`config.mk`:
```
export PLATFORM = sky130hd
export DESIGN_NAME = mem_arb
export DESIGN_NICKNAME = d
export VERILOG_FILES = /design/src/socket_pkg.sv /design/src/mem_arb.sv
export VERILOG_INCLUDE_DIRS = /design/src /design/src/include
export SDC_FILE = /design/constraint.sdc
export NUM_CORES = 1
export LEC_CHECK = 0
export BUFFER_PORTS_ARGS = -buffer_cell sky130_fd_sc_hd__buf_2
export CAP_MARGIN = 0
export CORE_AREA = 5 5 99 101
export DETAILED_ROUTE_END_ITERATION = 16
export DIE_AREA = 0 0 104 106
export GPL_TIMING_DRIVEN = 0
export PLACE_DENSITY = 0.55
export SYNTH_ARGS = -nofsm -noshare
export SYNTH_HDL_FRONTEND = slang
export SYNTH_SLANG_ARGS = --single-unit
```
`constraint.sdc`:
```
create_clock -name vclk -period 1.3
set_clock_uncertainty 0.2 [all_clocks]
set_input_delay 0 -clock vclk [all_inputs]
set_output_delay 0 -clock vclk [all_outputs]
set_load 0.005 [all_outputs]
```
`src/include/socket_cfg.svh`:
```
/*
 * Socket configuration
 * Core count, bus widths, cache depth and DCR register map
 */
`ifndef SOCKET_CFG_SVH
`define SOCKET_CFG_SVH

// Socket shape
`define SOCKET_SIZE       2
`define ADDR_WIDTH        16
`define DATA_WIDTH        32
`define CACHE_LINES       16

// DCR register map
`define DCR_ADDR_WIDTH    8
`define DCR_START_PC_BASE 8'h10
`define DCR_LAUNCH        8'h01

`endif
```
`src/socket_pkg.sv`:
```
/*
 * Socket types
 * Memory request/response, DCR write and instruction formats
 */
`default_nettype none
`include "socket_cfg.svh"

package socket_pkg;

    typedef struct packed {
        logic                   rw;
        logic [`ADDR_WIDTH-1:0] addr;
        logic [`DATA_WIDTH-1:0] data;
        logic [1:0]             tag;
    } mem_req_t;

    typedef struct packed {
        logic [`DATA_WIDTH-1:0] data;
        logic [1:0]             tag;
    } mem_rsp_t;

    typedef struct packed {
        logic [`DCR_ADDR_WIDTH-1:0] addr;
        logic [`DATA_WIDTH-1:0]     data;
    } dcr_req_t;

    typedef enum logic [3:0] {
        OP_HALT  = 4'd0,
        OP_LOAD  = 4'd1,
        OP_ADD   = 4'd2,
        OP_STORE = 4'd3
    } opcode_t;

    // Load/store carry an address, ADD an immediate, in the same bits
    typedef union packed {
        struct packed {
            opcode_t     op;
            logic [11:0] spare;
            logic [15:0] addr;
        } mem_fmt;
        struct packed {
            opcode_t     op;
            logic [11:0] spare;
            logic [15:0] imm;
        } alu_fmt;
    } instr_t;

endpackage

`default_nettype wire

```
`src/mem_arb.sv`:
```
/*
 * Memory arbiter for the two L1 caches
 * Fixed priority to the icache, zero latency, responses routed by tag
 */
`timescale 1ns/1ps
`default_nettype none

module mem_arb (
    input  logic                 clk,
    input  logic                 rst_n,
    input  logic                 icache_req_valid,
    input  socket_pkg::mem_req_t icache_req,
    output logic                 icache_req_ready,
    input  logic                 dcache_req_valid,
    input  socket_pkg::mem_req_t dcache_req,
    output logic                 dcache_req_ready,
    output logic                 mem_req_valid,
    output socket_pkg::mem_req_t mem_req,
    input  logic                 mem_req_ready,
    input  logic                 mem_rsp_valid,
    input  socket_pkg::mem_rsp_t mem_rsp,
    output logic                 icache_rsp_valid,
    output socket_pkg::mem_rsp_t icache_rsp,
    output logic                 dcache_rsp_valid,
    output socket_pkg::mem_rsp_t dcache_rsp
);

    logic       grant_dcache;
    logic [2:0] rd_outstanding;

    // Icache wins whenever it asks
    assign grant_dcache     = dcache_req_valid && !icache_req_valid;
    assign icache_req_ready = mem_req_ready && !grant_dcache;
    assign dcache_req_ready = mem_req_ready && grant_dcache;
    assign mem_req_valid    = icache_req_valid || dcache_req_valid;

    // Tag is {core index, source}, icache is source 0
    always_comb begin
        mem_req     = grant_dcache ? dcache_req : icache_req;
        mem_req.tag = {mem_req.tag[0], grant_dcache};
    end

    assign icache_rsp_valid = mem_rsp_valid && !mem_rsp.tag[0];
    assign dcache_rsp_valid = mem_rsp_valid && mem_rsp.tag[0];
    assign icache_rsp.data  = mem_rsp.data;
    assign icache_rsp.tag   = {1'b0, mem_rsp.tag[1]};
    assign dcache_rsp.data  = mem_rsp.data;
    assign dcache_rsp.tag   = {1'b0, mem_rsp.tag[1]};

    ////////////////////
    // Read tracking

    always_ff @(posedge clk) begin
        if (!rst_n) begin
            rd_outstanding <= '0;
        end else begin
            rd_outstanding <= rd_outstanding
                + 3'((mem_req_valid && mem_req_ready && !mem_req.rw) ? 1 : 0)
                - 3'(mem_rsp_valid ? 1 : 0);
        end
    end

    a_rsp_has_read : assert property (@(posedge clk) disable iff (!rst_n)
        mem_rsp_valid |-> (rd_outstanding != 3'd0))
        else $error("mem_arb: response with no outstanding read");

endmodule

`default_nettype wire

```
==> impl_metrics.toml <==
[sta]
hold_viol_final = 0
rsz0062_at_grt = "no"
setup_violations = 0
report.final.slew_viol_count = 0
final.setup.tns_ns = 0
clock.fmax_mhz = 848
setup_slack_ns = 0.120
fin_crit_ns = 1.18
finalCritPeriodShare_pct = 90.8

[detailed_routing]
wirelength_um = 6230
ant_nets = 0
first_pass_iters = 2
wl_per_cell_um = 12.3
route.vias.total = 1761
avgViaCountPerCell = 3.49
drtIter0Drc = 31
drc_errors = 0

[cells_and_area]
clkbuf_count = 0
antenna_cells = 0
design.seq.count = 0
regArea_um2 = 0
layout.nets = 538
drive_gt1_share_pct = 89.8
area_growth_pct = 113

[power_and_ir_drop]
power.share.clock_pct = 0
switching_share_pct = 31.5
power_density_nw_per_um2 = 322
power.leakage_nw = 1.89
power.internal_uw = 668
worst_ir_drop_vdd_mv = 0.117
pwr-share-seq_pct = 0
combinationalPowerShare_pct = 100.0
power.switching_uw = 307

[synth]
avgSynthCellArea_um2 = 10.7
synth_area_um2 = 1420
synth_cell_types = 12
synthSimpleGateAreaFrac_pct = 3.17
synth_seq_area_share_pct = 0
synth_compound_area_share_pct = 0
synthAdderAreaFrac_pct = 0
synthMuxAreaShare_pct = 52.3
synth_top_family_by_area = "multiplexers"
yosysWarnings = 0
synth_xor_area_share_pct = 0
synthCells = 133

[global_route]
grtUsageMet1_pct = 10.1
grt_pass1_vias = 1796
met3_usage_pct = 1.82
use_met2_pct = 20.2
overflow = 0
grt_pass1_wl_um = 9090
grt_max_degree = 11
antenna_found_initial = 0
grt-busiest-layer = "met2"
grt_usage_pct = 9.56

[place]
dp_slack_ns = 0.0923
dpl.hpwl_um = 5440
portBuffers = 227
gp_congestion = 0.681

[critical_path]
critPathMaxFanout = 10
path_class = "in2out"
cp-start-kind = "input port"
cp.required_ns = 1.10
critPathCaptureType = "output pin"
arrival_ns = 0.98

[die]
die_w_um = 104
core_area_um2 = 8930
initial_core_util_pct = 15.9
rows = 35
io_pins = 266
die_h_um = 106
die_area_um2 = 11000

[clock_tree]
post_cts_resized = 0

[min_path]
hp-class = "in2out"

[run_status]
outcome = "finished, final reports clean"

[job]
maxCapViolCount = 0
[cells in the mapped netlist]
master / number / area (µm²)
inv_1: 1 / 3.75
mux2_2: 2 / 22.5
mux2_4: 48 / 721
or2_2: 1 / 6.26
nor2b_1: 1 / 6.26
buf_4: 69 / 518
and2_1: 3 / 18.8
nand2b_4: 1 / 13.8
buf_12: 4 / 80.1
conb_1: 1 / 3.75
buf_6: 1 / 11.3
buf_8: 1 / 15.0
[timing repair]
item                                    in CTS  in global routing
setup buffers                                0                  0
hold endpoints to repair                    66                  0
endpoints found under the setup margin       0                  0
hold buffers                                33                  0
[cell usage in the layout (no fill, tap or decap), drive strengths merged]
master / count
buf: 302
mux2: 50
dlygate4sd3: 33
and2: 3
conb: 2
nand2b: 1
inv: 1
or2: 1
nor2b: 1
[per-stage QoR]
step	hold slack [ns]	cells	power [mW]	util [%]	instance area, µm²
3_3_place_gp	-0.0310	472	0.888	30.2	2700
3_5_place_dp	-0.0323	472	0.897	30.2	2700
2_1_floorplan	-0.170	134	0.481	-	1420
4_1_cts	0.0474	505	0.988	33.9	3030
5_1_grt	0.0711	505	1.06	33.9	3030
6_report	0.0452	505	0.975	33.9	3030
[final timing paths]
check / startpoint / endpoint / depth (start not counted)
setup / recovery: icache_req_valid / mem_req[5] / 6
hold / removal: mem_rsp[0] / icache_rsp_valid / 3
[kinds of logic after synthesis]
logic type             Yosys count
and+or+nand+nor                  6
buffers and inverters           76
muxes                           50
other                            1
[routing by layer]
metal  vias up  wire length (µm)
li1        894                 -
met4         0                 0
met2       125              3570
met1       742              2080
met5         -                 0
met3         0               579
[worst max-delay path, stage by stage]
cell and delay [ns]:
buf_2 0.10, nand2b_4 0.13, buf_6 0.15, buf_12 0.16, mux2_4 0.30, buf_2 0.14
[area by class of cell]
cell class	instances	area, µm²
multi-input cells	58	796
well taps	111	139
plain buffers	75	624
repair buffers	260	1470
fillers	905	5900
inverters	1	3.75
[power by group through the flow]
stage | Combinational [mW] | Sequential [mW] | Clock [mW]
2_1_floorplan | 0.481 | 0 | 0
3_3_place_gp | 0.888 | 0 | 0
3_5_place_dp | 0.897 | 0 | 0
4_1_cts | 0.988 | 0 | 0
5_1_grt | 1.06 | 0 | 0
6_report | 0.975 | 0 | 0
Power figures use the tool's default switching activity.
