===== config.mk =====
export PLATFORM = sky130hd
export DESIGN_NAME = socket_core
export DESIGN_NICKNAME = d
export VERILOG_FILES = /design/src/socket_pkg.sv /design/src/socket_core.sv
export VERILOG_INCLUDE_DIRS = /design/src /design/src/include
export SDC_FILE = /design/constraint.sdc
export NUM_CORES = 1
export LEC_CHECK = 0
export BUFFER_PORTS_ARGS = -buffer_cell sky130_fd_sc_hd__buf_2
export CORE_AREA = 3 3 110 112
export CTS_CLUSTER_DIAMETER = 80
export CTS_CLUSTER_SIZE = 12
export DETAILED_ROUTE_END_ITERATION = 7
export DIE_AREA = 0 0 113 115
export GPL_ROUTABILITY_DRIVEN = 0
export PLACE_DENSITY = 0.83
export SLEW_MARGIN = 20
export SYNTH_ARGS = -nofsm -noshare
export SYNTH_HDL_FRONTEND = slang
export SYNTH_SLANG_ARGS = --single-unit

===== constraint.sdc =====
create_clock -name clk -period 3.1 [get_ports clk]
set_input_delay 0.465 -clock clk [delete_from_list [all_inputs] [get_ports clk]]
set_output_delay 0.465 -clock clk [all_outputs]
set_load 0.1 [all_outputs]

===== src/include/socket_cfg.svh =====
/*
 * Socket configuration
 * Core count, bus widths, cache depth and DCR register map
 */
`ifndef SOCKET_CFG_SVH
`define SOCKET_CFG_SVH

// Socket shape
`define SOCKET_SIZE       2
`define ADDR_WIDTH        16
`define DATA_WIDTH        32
`define CACHE_LINES       16

// DCR register map
`define DCR_ADDR_WIDTH    8
`define DCR_START_PC_BASE 8'h10
`define DCR_LAUNCH        8'h01

`endif

===== src/socket_pkg.sv =====
/*
 * Socket types
 * Memory request/response, DCR write and instruction formats
 */
`default_nettype none
`include "socket_cfg.svh"

package socket_pkg;

    typedef struct packed {
        logic                   rw;
        logic [`ADDR_WIDTH-1:0] addr;
        logic [`DATA_WIDTH-1:0] data;
        logic [1:0]             tag;
    } mem_req_t;

    typedef struct packed {
        logic [`DATA_WIDTH-1:0] data;
        logic [1:0]             tag;
    } mem_rsp_t;

    typedef struct packed {
        logic [`DCR_ADDR_WIDTH-1:0] addr;
        logic [`DATA_WIDTH-1:0]     data;
    } dcr_req_t;

    typedef enum logic [3:0] {
        OP_HALT  = 4'd0,
        OP_LOAD  = 4'd1,
        OP_ADD   = 4'd2,
        OP_STORE = 4'd3
    } opcode_t;

    // Load/store carry an address, ADD an immediate, in the same bits
    typedef union packed {
        struct packed {
            opcode_t     op;
            logic [11:0] spare;
            logic [15:0] addr;
        } mem_fmt;
        struct packed {
            opcode_t     op;
            logic [11:0] spare;
            logic [15:0] imm;
        } alu_fmt;
    } instr_t;

endpackage

`default_nettype wire


===== src/socket_core.sv =====
/*
 * Accumulator core
 * Fetch, decode and execute of LOAD/ADD/STORE/HALT through the L1 ports,
 * started through DCR writes
 */
`timescale 1ns/1ps
`default_nettype none
`include "socket_cfg.svh"

module socket_core #(
    parameter int CORE_ID = 0
) (
    input  logic                 clk,
    input  logic                 rst_n,
    input  logic                 dcr_valid,
    input  socket_pkg::dcr_req_t dcr_req,
    output logic                 icache_req_valid,
    output socket_pkg::mem_req_t icache_req,
    input  logic                 icache_req_ready,
    input  logic                 icache_rsp_valid,
    input  socket_pkg::mem_rsp_t icache_rsp,
    output logic                 dcache_req_valid,
    output socket_pkg::mem_req_t dcache_req,
    input  logic                 dcache_req_ready,
    input  logic                 dcache_rsp_valid,
    input  socket_pkg::mem_rsp_t dcache_rsp,
    output logic                 busy
);

    localparam int PC_REG = `DCR_START_PC_BASE + CORE_ID;

    typedef enum logic [2:0] {
        ST_IDLE, ST_FETCH, ST_IWAIT, ST_EXEC, ST_MEM, ST_DWAIT
    } state_e;

    state_e                 state;
    logic [`ADDR_WIDTH-1:0] start_pc;
    logic [`ADDR_WIDTH-1:0] pc;
    logic [`DATA_WIDTH-1:0] acc;
    socket_pkg::instr_t     instr_q;
    logic                   launch;
    logic                   irsp_hit;
    logic                   drsp_hit;

    assign launch = dcr_valid && (dcr_req.addr == `DCR_LAUNCH) && dcr_req.data[CORE_ID];

    // Responses are broadcast, keep only our own
    assign irsp_hit = icache_rsp_valid && (icache_rsp.tag == 2'(CORE_ID));
    assign drsp_hit = dcache_rsp_valid && (dcache_rsp.tag == 2'(CORE_ID));

    always_ff @(posedge clk) begin
        if (!rst_n) begin
            state    <= ST_IDLE;
            start_pc <= '0;
        end else begin
            if (dcr_valid && (dcr_req.addr == PC_REG[`DCR_ADDR_WIDTH-1:0])) begin
                start_pc <= dcr_req.data[`ADDR_WIDTH-1:0];
            end
            case (state)
                ST_IDLE:  if (launch) state <= ST_FETCH;
                ST_FETCH: if (icache_req_ready) state <= ST_IWAIT;
                ST_IWAIT: if (irsp_hit) state <= ST_EXEC;
                ST_EXEC: begin
                    case (instr_q.mem_fmt.op)
                        socket_pkg::OP_LOAD,
                        socket_pkg::OP_STORE: state <= ST_MEM;
                        socket_pkg::OP_ADD:   state <= ST_FETCH;
                        default:              state <= ST_IDLE;
                    endcase
                end
                ST_MEM:   if (dcache_req_ready) state <= ST_DWAIT;
                ST_DWAIT: if (drsp_hit) state <= ST_FETCH;
                default:  state <= ST_IDLE;
            endcase
        end
    end

    ////////////////////
    // Datapath

    always_ff @(posedge clk) begin
        if (state == ST_IDLE && launch) begin
            pc <= start_pc;
        end
        if (state == ST_IWAIT && irsp_hit) begin
            instr_q <= icache_rsp.data;
        end
        if (state == ST_EXEC && instr_q.alu_fmt.op == socket_pkg::OP_ADD) begin
            acc <= acc + {{(`DATA_WIDTH - 16){instr_q.alu_fmt.imm[15]}}, instr_q.alu_fmt.imm};
            pc  <= pc + 1'b1;
        end
        if (state == ST_DWAIT && drsp_hit) begin
            // Store ack carries no data
            if (instr_q.mem_fmt.op == socket_pkg::OP_LOAD) begin
                acc <= dcache_rsp.data;
            end
            pc <= pc + 1'b1;
        end
    end

    assign icache_req_valid = (state == ST_FETCH);
    assign icache_req.rw    = 1'b0;
    assign icache_req.addr  = pc;
    assign icache_req.data  = '0;
    assign icache_req.tag   = 2'(CORE_ID);

    assign dcache_req_valid = (state == ST_MEM);
    assign dcache_req.rw    = (instr_q.mem_fmt.op == socket_pkg::OP_STORE);
    assign dcache_req.addr  = instr_q.mem_fmt.addr;
    assign dcache_req.data  = acc;
    assign dcache_req.tag   = 2'(CORE_ID);

    assign busy = (state != ST_IDLE);

    a_no_launch_busy : assert property (@(posedge clk) disable iff (!rst_n)
        launch |-> !busy)
        else $error("socket_core %0d: launch while busy", CORE_ID);

endmodule

`default_nettype wire


==> results of run 1 <==
[where the power goes]
| part | switching [mW] | total, mW | internal [mW] |
|---|---|---|---|
| clock | 0.451 | 1.10 | 0.647 |
| sequential | 0.00146 | 1.19 | 1.19 |
| combinational | 0.232 | 0.281 | 0.0490 |
| total | 0.684 | 2.57 | 1.88 |
[flip-flops by register name, summed over array words and instances (netlist names)]
name / cells
acc: 32
instr_q: 20
pc: 16
start_pc: 16
state: 3
[through the flow]
| stage | utilization | setup slack [ns] | instance area, um2 |
|---|---|---|---|
| after global routing | 0.583 | 0.0316 | 6600 |
| final | 0.583 | 0.172 | 6600 |
| after global placement | 0.555 | 0.258 | 6290 |
| after floorplan | - | 0.0269 | 5730 |
| after detailed placement | 0.555 | 0.226 | 6290 |
| after CTS | 0.582 | 0.165 | 6590 |
[kinds of logic after synthesis]
group,count (synthesis)
simple gates,202
mux,18
flops,87
fa+ha+maj,33
other cells,1
buf+inv,88
compound gates,162
xor+xnor,43
[what timing repair did]
action | CTS | global route
hold endpoints to repair | 0 | 0
setup endpoints to repair | 0 | 1
gates resized for setup | 0 | 1
[worst reg2reg max path: cells and delay by family, from the launching register on]
| kind | cells | cell delay (ns) |
|---|---|---|
| adders and majority gates | 2 | 0.64 |
| AOI/OAI and AO/OA | 8 | 1.63 |
| DFF | 1 | 0.39 |
| xor gates and xnor gates | 1 | 0.14 |
[layer usage]
| layer | vias to the layer above | share of wire | GRT usage | routed length (um) |
|---|---|---|---|---|
| li1 | 2440 | - | - | - |
| met1 | 2223 | 0.44 | 0.262 | 5830 |
| met2 | 187 | 0.46 | 0.333 | 6150 |
| met3 | 29 | 0.081 | 0.0574 | 1080 |
| met4 | 2 | 0.021 | 0.0761 | 286 |
| met5 | - | 0.00097 | 0 | 13 |
[cells in the final DEF, fill, tap and decap left out, types with 3 or more instances in the layout]
| master | netlist | final |
|---|---|---|
| o21ai_0 | 29 | 29 |
| xnor2_1 | 20 | 20 |
| dfxtp_2 | 0 | 4 |
| o21a_1 | 8 | 8 |
| o31ai_1 | 4 | 4 |
| buf_2 | 3 | 154 |
| clkbuf_16 | 0 | 9 |
| a21o_1 | 7 | 7 |
| inv_1 | 8 | 8 |
| nand4b_1 | 3 | 3 |
| buf_4 | 53 | 13 |
| nor3b_2 | 0 | 3 |
| nand4_1 | 8 | 8 |
| nand2b_1 | 3 | 3 |
| o211ai_1 | 3 | 3 |
| dfxtp_1 | 51 | 47 |
| o21bai_1 | 4 | 4 |
| a211oi_1 | 3 | 3 |
| a31oi_1 | 7 | 6 |
| a22oi_1 | 8 | 8 |
| edfxtp_1 | 36 | 36 |
| nor3_1 | 10 | 9 |
| mux2i_1 | 16 | 16 |
| nand3_1 | 15 | 15 |
| and3_1 | 5 | 5 |
| o21ai_1 | 3 | 3 |
| nor2_1 | 59 | 59 |
| conb_1 | 1 | 37 |
| a21oi_1 | 71 | 71 |
| xor2_1 | 23 | 23 |
| ha_1 | 32 | 32 |
| nand2_1 | 55 | 55 |
| nor2b_1 | 23 | 23 |
| or3_1 | 5 | 5 |
[worst max path at each step]
stage	start	endpoint	slack, ns	cells after the start
after floorplan	acc[1]	acc[25]	0.03	10
after global placement	instr_q[0]	acc[26]	0.26	11
after detailed placement	instr_q[0]	acc[26]	0.23	11
after CTS	instr_q[0]	acc[14]	0.16	12
after global routing	instr_q[0]	acc[28]	0.03	11
final	instr_q[0]	acc[28]	0.17	11
[area by class of cell]
cell class	count	area [um2]
clock inverters	5	57.6
multi-input cells	495	3110
repair buffers	167	868
well taps	143	179
fillers	999	4730
clock buffers	11	243
flip-flops and latches	87	2110
inverters	8	30.0
==> flow_metrics.env, run 1 <==
export IMPL_slew_viol_final=0
export IMPL_worst_pin_slew_ns=0.721
export IMPL_synth_main_ff_cell="dfxtp_1"
export IMPL_power_total_mw=2.57
export IMPL_synth_cells=634
export IMPL_via_per_inst=5.33
export IMPL_grt_use_total=0.205
export IMPL_drv_cap=0
export IMPL_holdPathEnd="instr_q[13]"
export IMPL_synth_fa_ha_area_frac=0.0753
export IMPL_start_util=0.493
export IMPL_finalCriticalPeriod_ns=2.93
export IMPL_yosys_area_top_type_share=0.194
export IMPL_drive_gt1_frac=0.260
export IMPL_crit_slowest_cell="fa_1"
export IMPL_wl_per_cell_um=14.6
export IMPL_cp_cell_sequence="ha_1, fa_1, a21o_1, a211oi_1, o21a_1, o31ai_1, a21oi_1, o31ai_1, a21oi_1, xor2_1, o21ai_0"
export IMPL_power_density_nw_per_um2=389
export IMPL_ys_ff_latch=87
export IMPL_die_width_um=113
export IMPL_ctsHoldBuffers=0
export IMPL_grt_antenna_before_repair=1
export IMPL_clock_sinks=87
export IMPL_hp_start="icache_rsp[15]"
export IMPL_synth_top_cells_by_count="a21oi_1 (71), nor2_1 (59), nand2_1 (55), buf_4 (53), dfxtp_1 (51)"
export IMPL_rsz0062_at_grt="no"
export IMPL_setup_tns_ns=0
export IMPL_setup_viol=0
export IMPL_cpPeakStageDelay_ns=0.42
export IMPL_ir_worst_vdd_mv=0.308
export IMPL_hold_viol=0
export IMPL_die_area_um2=13000
export IMPL_yosys_area_share_simple=0.175
export IMPL_yosys_area_share_xor_xnor=0.0674
export IMPL_place_hpwl_um=10100
export IMPL_first_global_vias=4676
export IMPL_synth_cell_types=59
export IMPL_r2r_cells=11
export IMPL_drtIter0Drc=238
export IMPL_io_pins=220
export IMPL_leakage_nw=2.87
export IMPL_path_class="register to register"
export IMPL_end_kind="register"
export IMPL_cts_buffer_depth=2
export IMPL_synth_top_family_by_area="compound AO/OA/AOI/OAI gates"
export IMPL_grt_pass1_wl_um=21600
export IMPL_worst_path_buf_inv=0
export IMPL_fp_dieH_um=115
export IMPL_vias=4881
export IMPL_cts_setup_buffers=0
export IMPL_synthArstFlopShare=0
export IMPL_timing_hold_ws_ns=0.294
export IMPL_core_area_um2=11300
export IMPL_slew_headroom=0.520
export IMPL_yosys_warnings=0
export IMPL_root_buffer="clkbuf_16"
export IMPL_reg2reg_to="acc[28]"
export IMPL_rrSetupSlack_ns=0.17
export IMPL_cp_top_family="compound AO/OA/AOI/OAI gates"
export IMPL_rows=39
export IMPL_required_ns=3.31
export IMPL_rr_startpoint="instr_q[0]"
export IMPL_synth_largest_area_cell="edfxtp_1"
export IMPL_max_freq_ghz=0.342
export IMPL_finish_net_count=916
export IMPL_h_tree_depth=3
export IMPL_synthMuxAreaShare=0.0327
export IMPL_drt_pass1_iter_count=5
export IMPL_synth_edf_count=36
export IMPL_final_cells=916
export IMPL_ys_top_cells_by_area="edfxtp_1 (19%), dfxtp_1 (18%), ha_1 (7.2%)"
export IMPL_n_antenna_cell=0
export IMPL_syn_to_final_growth_pct=18.1
export IMPL_post_route_period_util=0.944
export IMPL_holdPathStages=1
export IMPL_yosysMostFrequentCell="a21oi_1"
export IMPL_drc=0
export IMPL_wirelength_um=13400
export IMPL_clk_pin_slew_ns=0.06
export IMPL_place_inst=900
export IMPL_port_buffers=154
export IMPL_clk_latency_ns=0.34
export IMPL_status="complete, no violations"
export IMPL_cts_buffers=9
export IMPL_syn_area_um2=5590
export IMPL_cp_max_fo=3
export IMPL_synth_compound_area_frac=0.177
export IMPL_ys_seq_area_frac=0.376
export IMPL_cts_tree="yes"
export IMPL_critPathLaunchType="register"
export IMPL_fin_skew_ns=0.00921
export IMPL_gr_total_overflow=0
export IMPL_crit_arrival_ns=3.13
export IMPL_ant_nets=0
export IMPL_syn_area_per_cell_um2=8.81
export IMPL_hold_class="input port to register"
export IMPL_grt_max_degree=45
(Power assumes the default switching activity.)
==> run 2, diff against run 1 <==
BUFFER_PORTS_ARGS = -buffer_cell sky130_fd_sc_hd__buf_4   (was -buffer_cell sky130_fd_sc_hd__buf_2)
==> flow_metrics.env, run 2 (synthesis results as in run 1) <==
export IMPL_status="complete, no violations"
export IMPL_wl_per_cell_um=15.6
export IMPL_cp_max_fo=5
export IMPL_via_per_inst=5.53
export IMPL_grt_antenna_before_repair=0
export IMPL_clk_pin_slew_ns=0.06
export IMPL_fp_dieH_um=115
export IMPL_cts_tree="yes"
export IMPL_first_global_vias=4981
export IMPL_place_inst=901
export IMPL_core_area_um2=11300
export IMPL_finish_net_count=918
export IMPL_place_hpwl_um=11000
export IMPL_cp_cell_sequence="ha_1, a21o_1, a21oi_1, a21oi_2, or3_1, a21oi_2, o221ai_2, a311oi_2, xor2_1, a21oi_1"
export IMPL_post_route_period_util=0.925
export IMPL_drt_pass1_iter_count=6
export IMPL_port_buffers=154
export IMPL_power_density_nw_per_um2=366
export IMPL_drive_gt1_frac=0.262
export IMPL_cp_top_family="compound AO/OA/AOI/OAI gates"
export IMPL_grt_pass1_wl_um=22900
export IMPL_critPathLaunchType="register"
export IMPL_final_cells=918
export IMPL_max_freq_ghz=0.349
export IMPL_grt_max_degree=45
export IMPL_h_tree_depth=3
export IMPL_multi_input_area_um2=3120
export IMPL_drtIter0Drc=205
export IMPL_clk_latency_ns=0.34
export IMPL_gr_total_overflow=0
export IMPL_rows=39
export IMPL_rsz0062_at_grt="no"
export IMPL_slew_headroom=0.547
export IMPL_crit_slowest_cell="edfxtp_1"
export IMPL_clock_sinks=87
export IMPL_dpl_worst_slack_ns=0.192
export IMPL_seqCellArea_um2=2110
export IMPL_wirelength_um=14300
export IMPL_worst_pin_slew_ns=0.679
export IMPL_end_kind="register"
export IMPL_setup_viol=0
export IMPL_root_buffer="clkbuf_16"
export IMPL_largest_reg_flops=32
export IMPL_n_antenna_cell=0
export IMPL_ir_worst_vdd_mv=0.261
export IMPL_ctsHoldBuffers=0
export IMPL_grt_use_total=0.215
export IMPL_start_util=0.493
export IMPL_setup_slack_ns=0.233
export IMPL_die_width_um=113
export IMPL_syn_to_final_growth_pct=25.4
export IMPL_largest_registers="acc: 32 flops, instr_q: 20 flops"
export IMPL_slew_viol_final=0
export IMPL_drc=0
export IMPL_cpPeakStageDelay_ns=0.40
export IMPL_vias=5080
export IMPL_finalCriticalPeriod_ns=2.87
export IMPL_regMostFlops="acc"
export IMPL_final_cell_mix="buf_4 (168), a21oi_1 (70), nor2_1 (59)"
export IMPL_fin_skew_ns=0.00455
export IMPL_layout_commonest_cell="buf_4"
export IMPL_cts_buffers=9
export IMPL_setup_tns_ns=0
export IMPL_drv_cap=0
export IMPL_crit_arrival_ns=3.09
export IMPL_hold_viol=0
export IMPL_required_ns=3.32
export IMPL_leakage_nw=3.05
export IMPL_ant_nets=0
export IMPL_io_pins=220
export IMPL_hold_class="input port to register"
export IMPL_path_class="register to register"
export IMPL_die_area_um2=13000
export IMPL_final_fill_count=928
export IMPL_worst_path_buf_inv=0
export IMPL_cts_buffer_depth=2
==> run 2: cell types whose count changed in the layout (fill, tap and decap cells not counted) <==
cell	change
a211oi_1	-1
a211oi_2	+1
a21oi_1	-1
a21oi_2	+1
buf_12	+1
buf_2	-154
buf_4	+155
clkbuf_8	-1
clkinv_1	+2
clkinv_2	-2
clkinv_4	-1
clkinvlp_4	+2
==> run 2: metrics by stage <==
step	total power [mW]	hold WS, ns	utilization	cell area [um2]
detailed placement	1.53	0.496	0.590	6680
global placement	1.52	0.471	0.590	6680
global route	2.64	0.283	0.619	7010
floorplan	1.47	0.482	-	5730
CTS	2.58	0.283	0.616	6970
finish	2.56	0.296	0.619	7010
==> run 2: path summary, 6_finish.rpt <==
kind | startpoint | end | slack, ns | depth (start not counted)
max | instr_q[3] | acc[25] | 0.23 | 10
max reg2reg | instr_q[3] | acc[25] | 0.23 | 10
min reg2reg | acc[0] | acc[0] | 0.51 | 2
min | icache_rsp[33] | instr_q[31] | 0.30 | 1
==> run 2: routing by layer <==
layer,part of all wire,track usage,up-vias,wire [um]
li1,-,-,2442,-
met1,0.40,0.255,2360,5780
met2,0.49,0.374,244,7000
met3,0.081,0.0511,34,1150
met4,0.024,0.0929,0,347
met5,0,0,-,0
==> run 2: cell type report <==
type                       count  area share
tap                          143      0.0255
multi-input combinational    495       0.445
clock buffer                  10      0.0327
timing repair buffer         169       0.183
sequential                    87       0.301
clock inverter                 6     0.00875
inverter                       8     0.00429
==> run 2: timing repair <==
action	in CTS	in global routing
gates resized for setup	0	3
buffers inserted	0	1
endpoints found under the setup margin	0	5
==> run 2: power by group <==
group	switching [mW]	internal (mW)
clock network	0.442	0.620
registers	0.00161	1.19
logic	0.233	0.0797
total	0.676	1.89
==> run 3, diff against run 2 <==
CORE_AREA = 3 3 116 118   (was 3 3 110 112)
DIE_AREA = 0 0 119 121   (was 0 0 113 115)
PLACE_DENSITY = 0.76   (was 0.83)
==> flow_metrics.env, run 3 (synthesis results as in run 1) <==
export IMPL_status="complete, no violations"
export IMPL_hold_class="input port to register"
export IMPL_met2_usage=0.315
export IMPL_port_buffers=154
export IMPL_ir_worst_vdd_mv=0.225
export IMPL_fin_util=0.562
export IMPL_end_kind="register"
export IMPL_hold_viol=0
export IMPL_layout_commonest_cell="buf_4"
export IMPL_clk_pin_slew_ns=0.06
export IMPL_timing_hold_ws_ns=0.288
export IMPL_drtIter0Drc=235
export IMPL_regMostFlops="acc"
export IMPL_clk_latency_ns=0.35
export IMPL_gr_total_overflow=0
export IMPL_grt_max_degree=47
export IMPL_setup_tns_ns=0
export IMPL_top_usage_layer="met2"
export IMPL_largest_reg_flops=32
export IMPL_core_area_um2=12600
export IMPL_ctsHoldBuffers=0
export IMPL_drt_pass1_iter_count=5
export IMPL_post_route_period_util=0.952
export IMPL_fin_skew_ns=0.00517
export IMPL_grt_antenna_before_repair=0
export IMPL_ant_nets=0
export IMPL_wl_per_cell_um=14.4
export IMPL_drc=0
export IMPL_crit_arrival_ns=3.16
export IMPL_ctsResizeCount=0
export IMPL_path_class="register to register"
export IMPL_worst_pin_slew_ns=0.672
export IMPL_vias=4823
export IMPL_cp_common_cell="a31oi_1"
export IMPL_cts_buffer_depth=2
export IMPL_clock_sinks=87
export IMPL_rsz0062_at_grt="no"
export IMPL_setup_viol=0
export IMPL_io_pins=220
export IMPL_cp_cell_sequence="ha_1, fa_1, a21o_1, a211oi_1, o21a_1, nor3_1, a31oi_1, o31ai_2, a31oi_1, xor2_1, o21ai_0"
export IMPL_rows=41
export IMPL_final_cell_mix="buf_4 (169), a21oi_1 (71), nor2_1 (59)"
export IMPL_cts_tree="yes"
export IMPL_cts_setup_buffers=0
export IMPL_largest_registers="acc: 32 flops, instr_q: 20 flops"
export IMPL_crit_end="acc[26]"
export IMPL_finalCriticalPeriod_ns=2.95
export IMPL_cts_buffers=9
export IMPL_grt_pass1_wl_um=22100
export IMPL_n_antenna_cell=0
export IMPL_rrSetupSlack_ns=0.15
export IMPL_slew_headroom=0.552
export IMPL_grt_use_met3=0.0410
export IMPL_finish_net_count=918
export IMPL_required_ns=3.31
export IMPL_leakage_nw=3.08
export IMPL_fp_dieH_um=121
export IMPL_cp_max_fo=3
export IMPL_place_hpwl_um=10500
export IMPL_slew_viol_final=0
export IMPL_start_util=0.444
export IMPL_worstSetupStartpoint="instr_q[0]"
export IMPL_max_freq_ghz=0.339
export IMPL_drv_cap=0
export IMPL_reg2reg_to="acc[26]"
export IMPL_critPathLaunchType="register"
export IMPL_via_per_inst=5.09
export IMPL_root_buffer="clkbuf_16"
export IMPL_cpPeakStageDelay_ns=0.41
export IMPL_h_tree_depth=3
export IMPL_drive_gt1_frac=0.261
export IMPL_wirelength_um=13700
export IMPL_power_density_nw_per_um2=386
export IMPL_die_width_um=119
export IMPL_r2r_cells=11
export IMPL_rr_startpoint="instr_q[0]"
export IMPL_crit_slowest_cell="fa_1"
export IMPL_grt_use_total=0.190
export IMPL_syn_to_final_growth_pct=26.5
export IMPL_met1_usage=0.243
export IMPL_die_area_um2=14400
export IMPL_first_global_vias=4565
export IMPL_final_fill_count=1147
## run 3: how the worst min path moves through the flow
stage,start,endpoint,slack [ns],cells past startpoint
floorplan,start_pc[1],start_pc[1],0.48,2
global placement,acc[0],acc[0],0.47,2
detailed placement,acc[0],acc[0],0.47,2
CTS,icache_rsp[7],instr_q[5],0.28,1
global route,icache_rsp[11],instr_q[9],0.27,1
finish,icache_rsp[7],instr_q[5],0.29,1
## run 3: layout make-up
type / instances / area (um2) / share of cell area
Clock buffer: 11 / 254 / 0.0359
Clock inverter: 5 / 86.3 / 0.0122
Inverter: 8 / 30.0 / 0.00425
Multi-Input combinational cell: 495 / 3100 / 0.439
Sequential cell: 87 / 2110 / 0.298
Tap cell: 172 / 215 / 0.0305
Timing Repair Buffer: 169 / 1270 / 0.180
## run 3: power breakdown
part | internal (mW) | total, mW | switching, mW | leakage [nW]
logic | 0.0795 | 0.311 | 0.231 | 2.20
registers | 1.19 | 1.19 | 0.00153 | 0.707
clock network | 0.762 | 1.23 | 0.465 | 0.166
total | 2.03 | 2.73 | 0.698 | 3.08
## run 3: metrics by stage
step / cells / setup WS [ns] / power [mW] / cell area, um2
6_report: 947 / 0.147 / 2.73 / 7070
5_1_grt: 947 / 0.00544 / 2.81 / 7070
4_1_cts: 947 / 0.164 / 2.75 / 7070
3_5_place_dp: 931 / 0.173 / 1.53 / 6730
3_3_place_gp: 931 / 0.233 / 1.52 / 6730
2_1_floorplan: 670 / 0.0269 / 1.47 / 5730
## run 3: metal layers
metal / wire, um / vias to the layer above
met1: 6020 / 2191
li1: - / 2440
met4: 291 / 0
met2: 6450 / 174
met5: 0 / -
met3: 906 / 18
## run 3: critical path: cells and delay by family, from the launching register on
family,cells,cell delay [ns]
compound gates,7,1.55
flops,1,0.38
simple gates,1,0.08
xor+xnor,1,0.15
fa+ha+maj,2,0.64
